===== config.mk =====
export PLATFORM = sky130hd
export DESIGN_NAME = dbg_axi_master
export DESIGN_NICKNAME = d
export VERILOG_FILES = /design/src/hw/dbg_bridge_pkg.sv /design/src/hw/dbg_axi_master.sv
export VERILOG_INCLUDE_DIRS = /design/src /design/src/hw
export SDC_FILE = /design/constraint.sdc
export NUM_CORES = 1
export LEC_CHECK = 0
export BUFFER_PORTS_ARGS = -buffer_cell sky130_fd_sc_hd__buf_2
export CORE_AREA = 8 8 133 135
export CTS_CLUSTER_SIZE = 24
export DETAILED_ROUTE_END_ITERATION = 8
export DIE_AREA = 0 0 141 143
export GPL_TIMING_DRIVEN = 0
export PLACE_DENSITY = 0.71
export REMOVE_ABC_BUFFERS = 1
export SKIP_LAST_GASP = 1
export SLEW_MARGIN = 20
export SYNTH_ARGS = -nofsm -noshare
export SYNTH_HDL_FRONTEND = slang
export SYNTH_SLANG_ARGS = --single-unit

===== constraint.sdc =====
create_clock -name clk -period 5.2 [get_ports clk]
set_clock_uncertainty 0.15 [all_clocks]
set_input_delay 0 -clock clk [delete_from_list [all_inputs] [get_ports clk]]
set_output_delay 0 -clock clk [all_outputs]
set_load 0.01 [all_outputs]

===== src/hw/dbg_bridge_consts.svh =====
`ifndef DBG_BRIDGE_CONSTS_SVH
`define DBG_BRIDGE_CONSTS_SVH

// Width of a byte address on the bridge bus.
`define DBG_ADDR_BITS 16

// Width of one AXI data beat.
`define DBG_DATA_BITS 64

// Depth of the SRAM behind the slave, in 64-bit words.
`define SRAM_WORDS 1024

// AXI4 burst type codes.
`define AXI_BURST_FIXED 2'b00
`define AXI_BURST_INCR  2'b01

// AXI4 size code for an 8-byte beat.
`define AXI_SIZE_8B 3'd3

`endif


===== src/hw/dbg_bridge_pkg.sv =====
`default_nettype none

`include "dbg_bridge_consts.svh"

package dbg_bridge_pkg;

    // Byte address as seen by the host and the AXI address channels.
    typedef logic [`DBG_ADDR_BITS-1:0] dbg_addr_t;

    // One data word, the width of a single AXI beat.
    typedef logic [`DBG_DATA_BITS-1:0] dbg_data_t;

    // Byte enables, one bit per byte of a data word.
    typedef logic [`DBG_DATA_BITS/8-1:0] dbg_strb_t;

    // Number of beats in a burst, minus one.
    typedef logic [7:0] axi_len_t;

    // A single request from the host side.
    typedef struct packed {
        logic      wr;    // High for a write, low for a read.
        dbg_addr_t addr;
        dbg_data_t wdata;
        dbg_strb_t wstrb;
    } dbg_req_t;

    // Address channel payload, shared by AW and AR.
    typedef struct packed {
        dbg_addr_t addr;
        axi_len_t  len;
        logic [2:0] size;
        logic [1:0] burst;
    } axi_ax_t;

    // Everything the master drives towards the slave.
    typedef struct packed {
        logic      aw_valid;
        axi_ax_t   aw;
        logic      w_valid;
        dbg_data_t w_data;
        dbg_strb_t w_strb;
        logic      w_last;
        logic      ar_valid;
        axi_ax_t   ar;
    } axi_m2s_t;

    // Everything the slave drives back to the master.
    // There are no b_ready or r_ready lines, since the master always accepts.
    typedef struct packed {
        logic      aw_ready;
        logic      w_ready;
        logic      b_valid;
        logic      ar_ready;
        logic      r_valid;
        dbg_data_t r_data;
        logic      r_last;
    } axi_s2m_t;

endpackage

`default_nettype wire


===== src/hw/dbg_axi_master.sv =====
`default_nettype none

`include "dbg_bridge_consts.svh"

module dbg_axi_master import dbg_bridge_pkg::*; (
    input  wire logic     clk,
    input  wire logic     nrst,
    input  wire logic     i_req_valid,
    input  wire dbg_req_t i_req,
    output logic          o_req_ready,
    output logic          o_resp_valid,
    output dbg_data_t     o_resp_rdata,
    output axi_m2s_t      o_axi,
    input  wire axi_s2m_t i_axi
);

    typedef enum logic [2:0] {
        s_idle,
        s_addr_read,
        s_read_data,
        s_addr_write,
        s_write_data,
        s_write_resp
    } state_t;

    state_t    state, state_nxt;
    axi_len_t  burst_cnt, burst_cnt_nxt;
    axi_len_t  burst_len, burst_len_nxt;
    logic [1:0] offs, offs_nxt;   // Halfword offset of the request.
    logic [2*`DBG_DATA_BITS-1:0] burst_buf, burst_buf_nxt;
    dbg_data_t w_data, w_data_nxt;
    dbg_strb_t w_strb, w_strb_nxt;
    axi_ax_t   rd_ax;
    axi_ax_t   wr_ax;

    // Picks the result out of the beat buffer. The newest beat sits in the low word.
    function automatic dbg_data_t select_rdata(input logic [1:0] offset,
                                               input logic [2*`DBG_DATA_BITS-1:0] beats);
        case (offset)
            2'b01:   select_rdata = {16'd0, beats[63:16]};
            2'b10:   select_rdata = {32'd0, beats[63:32]};
            2'b11:   select_rdata = {beats[47:0], beats[127:112]};  // Spans two words.
            default: select_rdata = beats[63:0];
        endcase
    endfunction

    // Address payloads come straight from the held request.
    always_comb begin
        rd_ax.addr = i_req.addr;
        rd_ax.size = `AXI_SIZE_8B;
        if (i_req.addr[2:1] == 2'b11) begin
            rd_ax.len   = 8'd1;
            rd_ax.burst = `AXI_BURST_INCR;
        end else begin
            rd_ax.len   = 8'd0;
            rd_ax.burst = `AXI_BURST_FIXED;
        end

        wr_ax       = rd_ax;
        wr_ax.len   = 8'd0;  // Writes never leave their word.
        wr_ax.burst = `AXI_BURST_FIXED;
    end

    always_comb begin
        state_nxt     = state;
        burst_cnt_nxt = burst_cnt;
        burst_len_nxt = burst_len;
        offs_nxt      = offs;
        burst_buf_nxt = burst_buf;
        w_data_nxt    = w_data;
        w_strb_nxt    = w_strb;

        o_req_ready  = 1'b0;
        o_resp_valid = 1'b0;
        o_resp_rdata = '0;

        o_axi.aw_valid = 1'b0;
        o_axi.aw       = wr_ax;
        o_axi.w_valid  = 1'b0;
        o_axi.w_data   = w_data;
        o_axi.w_strb   = w_strb;
        o_axi.w_last   = 1'b1;   // Every write is a single beat.
        o_axi.ar_valid = 1'b0;
        o_axi.ar       = rd_ax;

        case (state)
            s_idle: begin
                if (i_req_valid) begin
                    if (i_req.wr) begin
                        o_axi.aw_valid = 1'b1;
                        state_nxt      = s_addr_write;
                    end else begin
                        o_axi.ar_valid = 1'b1;
                        state_nxt      = s_addr_read;
                    end
                end
            end
            s_addr_read:  o_axi.ar_valid = 1'b1;
            s_addr_write: o_axi.aw_valid = 1'b1;
            s_read_data: begin
                if (i_axi.r_valid) begin
                    burst_buf_nxt = {burst_buf[`DBG_DATA_BITS-1:0], i_axi.r_data};
                    if (burst_cnt == burst_len) begin
                        o_resp_valid = 1'b1;
                        o_resp_rdata = select_rdata(offs, burst_buf_nxt);
                        state_nxt    = s_idle;
                    end else begin
                        burst_cnt_nxt = burst_cnt + 8'd1;
                    end
                end
            end
            s_write_data: begin
                o_axi.w_valid = 1'b1;
                if (i_axi.w_ready) begin
                    state_nxt = s_write_resp;
                end
            end
            s_write_resp: begin
                if (i_axi.b_valid) begin
                    o_resp_valid = 1'b1;
                    state_nxt    = s_idle;
                end
            end
            default: state_nxt = s_idle;
        endcase

        // Address handshakes, whether from idle or from a waiting state.
        if (o_axi.ar_valid && i_axi.ar_ready) begin
            o_req_ready   = 1'b1;
            offs_nxt      = i_req.addr[2:1];
            burst_len_nxt = rd_ax.len;
            burst_cnt_nxt = '0;
            state_nxt     = s_read_data;
        end
        if (o_axi.aw_valid && i_axi.aw_ready) begin
            o_req_ready = 1'b1;
            w_data_nxt  = i_req.wdata;
            w_strb_nxt  = i_req.wstrb;
            state_nxt   = s_write_data;
        end
    end

    always_ff @(posedge clk) begin
        if (!nrst) begin
            state     <= s_idle;
            burst_cnt <= '0;
            burst_len <= '0;
        end else begin
            state     <= state_nxt;
            burst_cnt <= burst_cnt_nxt;
            burst_len <= burst_len_nxt;
        end
    end

    // Data path registers.
    always_ff @(posedge clk) begin
        offs      <= offs_nxt;
        burst_buf <= burst_buf_nxt;
        w_data    <= w_data_nxt;
        w_strb    <= w_strb_nxt;
    end

endmodule

`default_nettype wire


==> metrics.csv <==
metric,value,unit
Max clock buf depth,2,
met2 routed WL,9.69,mm
TritonRoute pass-1 iters,4,
Initial Util,36.4,%
Top Layer Used,met4,
TritonCTS buffer count,9,
leakage power,3.58,nW
clock root buffer,clkbuf_16,
Post-DP HPWL,13.6,mm
post-route ant nets,0,
# setup viols final,0,
clk slew on worst S/H paths,70,ps
total negative slack,0,ps
final hold viol count,0,
initial antenna violation count,2,
global-route wire length before repair,29.6,mm
syn_area_per_cell,13.3,µm²
sequential area share after synthesis,51.8,%
Critical Path Source Type,flop,
Critical Setup Path Class,flop to output pin,
worst-margin pin slew,662,ps
met3 wire length,2.14,mm
vias per inst,4.80,
Setup WS pre-CTS,2080,ps
Yosys reg bits,102,
cell count after synthesis,426,
GRT overflow,0,
Layout Area Growth over Synthesis,49.6,%
final slew viol count,0,
PnR worst setup slack,1800,ps
Ports,362,
area of the multi-input gates,2210,µm²
largest net degree at the start of global routing,75,
post-CTS setup repair buffer count,0,
GPL Wtd Cong,0.837,
CTS tree,done,
Most used DFF post-synth,edfxtp_1,
CP arrival,3250,ps
cell area power density,297,nW/µm²
routed len/inst,19.3,µm
GRT Util Overall,18.8,%
"top cells by area, synth","edfxtp_1 48%, mux4_2 13%, buf_4 8.3%",
"top cells by count, synth","90 x edfxtp_1, 63 x buf_4, 35 x nor2b_1, 32 x mux4_2, 27 x nor2_1",
DR iter-0 viols,166,
Reg area,2940,µm²
Fmax achieved,0.295,GHz
status,completed,
# clock sinks,102,
Die Ht,143,µm
Post-layout nets,950,
share of layout cells above drive strength 1,48.0,%
xor-xnor portion of the synthesized cell area,1.08,%
Compound-Gate Fraction of Synth Area,8.81,%
post-synth top area share,47.6,%
# rows,46,
Final Util,54.5,%
vias,4851,
WP data required,5050,ps
Core Region,15600,µm²
maximum vdd drop,0.228,mV
Fillers,1292,
largest area contributor in the netlist,edfxtp_1,
Port Buffer Count,293,
Die Outline Area,20200,µm²
main combinational cell family by area after synthesis,multiplexers,
Crit Path Max Fanout,21,
Post-Route WL,19.5,mm
worst skew pair latency,340,ps
RSZ-0062 raised after global routing,false,
DRC errors left,0,
mux cell area share after synthesis,15.7,%
cell with the most instances after synthesis,edfxtp_1,
adder-cell share of the synthesized area,0.220,%
Max H-tree Level,3,
Hold WC Path Type,input pin to flop,
Post-CTS Resized,0,
vias in the first global route,5132,
Post-synth EDFFs,90,
warnings from Yosys,0,
chip width,141,µm
post-synth cell types,43,
minimum clock period,3400,ps
CTS Hold Bufs,108,
Synth Area in Simple Gates,11.4,%
Critical Path End Type,output pin,
Slew HR,55.7,%
Metal-1 WL,7.47,mm
"Cell Area, Synth",5680,µm²
Post-synth ARST share,0,%
Max Cap Viol,0,
fin crit share,65.3,%
## state kept, by name, summed over array words and instances (netlist names)
name       cells
w_data        64
burst_buf     16
w_strb         8
burst_len      1
burst_cnt      8
state          3
offs           2
## cells in the final DEF (no fill, tap or decap), types with 2 or more instances in the layout
master | Yosys | routed
buf_2 | 11 | 293
dlygate4sd3_1 | 0 | 108
edfxtp_1 | 90 | 90
nor2b_1 | 35 | 35
mux4_2 | 32 | 32
nor2_1 | 27 | 27
conb_1 | 2 | 25
a21oi_1 | 20 | 20
a211oi_2 | 18 | 18
a31oi_1 | 17 | 17
mux2i_1 | 17 | 17
nor3b_1 | 16 | 16
dfxtp_1 | 12 | 12
nand2_1 | 10 | 10
clkbuf_16 | 0 | 9
buf_8 | 0 | 9
xnor2_1 | 5 | 5
nand4_1 | 5 | 5
nand3_1 | 4 | 4
buf_6 | 3 | 4
nor3_1 | 3 | 3
diode_2 | 0 | 2
nand2b_1 | 2 | 2
inv_2 | 2 | 2
xor2_1 | 2 | 2
clkinvlp_4 | 0 | 2
## routing by layer
layer	global-route usage [%]	vias up
met2	32.1	256
li1	-	2255
met1	21.2	2328
met4	5.43	0
met3	7.81	12
met5	0	-
## cells by family after synthesis
kind of cell    Yosys count
xor+xnor                  7
buf+inv                  92
other cells               2
mux                      49
compound gates           63
fa+ha+maj                 1
flops                   102
simple gates            110
## cell type report
| type | instances | share of cell area (%) |
|---|---|---|
| antenna | 2 | 0.0589 |
| clock buffer | 10 | 2.69 |
| clock inverter | 6 | 0.810 |
| inverter | 4 | 0.236 |
| multi-input combinational | 255 | 26.0 |
| sequential | 102 | 34.6 |
| tap | 216 | 3.18 |
| timing repair buffer | 415 | 32.4 |
## stage by stage
stage	instances	hold WS, ps	power (mW)	cell area (µm²)
3_3_place_gp	870	-150	1.75	6900
5_1_grt	1010	69.8	2.65	8500
3_5_place_dp	884	-150	1.77	7110
4_1_cts	1008	26.8	2.54	8490
2_1_floorplan	361	-150	1.48	5160
6_report	1010	38.1	2.52	8500
## path summary, 6_finish.rpt
kind	startpoint	endpoint	slack (ps)	cells past startpoint
worst min register to register	burst_cnt[1]$_SDFFE_PP0P_	burst_cnt[1]$_SDFFE_PP0P_	350	2
worst min-delay path	i_axi[67]	state[0]$_SDFFE_PP0P_	40	5
worst max-delay path	state[0]$_SDFFE_PP0P_	o_resp_rdata[36]	1800	8
worst max register to register	state[0]$_SDFFE_PP0P_	w_data[16]$_DFFE_PP_	3020	4
## worst max-delay path, stage by stage, from the launching register on
cell and delay (ps):
dfxtp_1 450, nand4bb_4 340, inv_2 390, nand4_1 640
buf_6 380, buf_8 160, buf_6 160, a211oi_2 190
buf_2 180
## power by group
part           leakage, nW  switching, mW  internal, mW
Sequential           0.918         0.0500         0.995
Combinational         2.52          0.411         0.374
Clock                0.139          0.317         0.378
Total                 3.58          0.778          1.75
(Power assumes the default switching activity.)
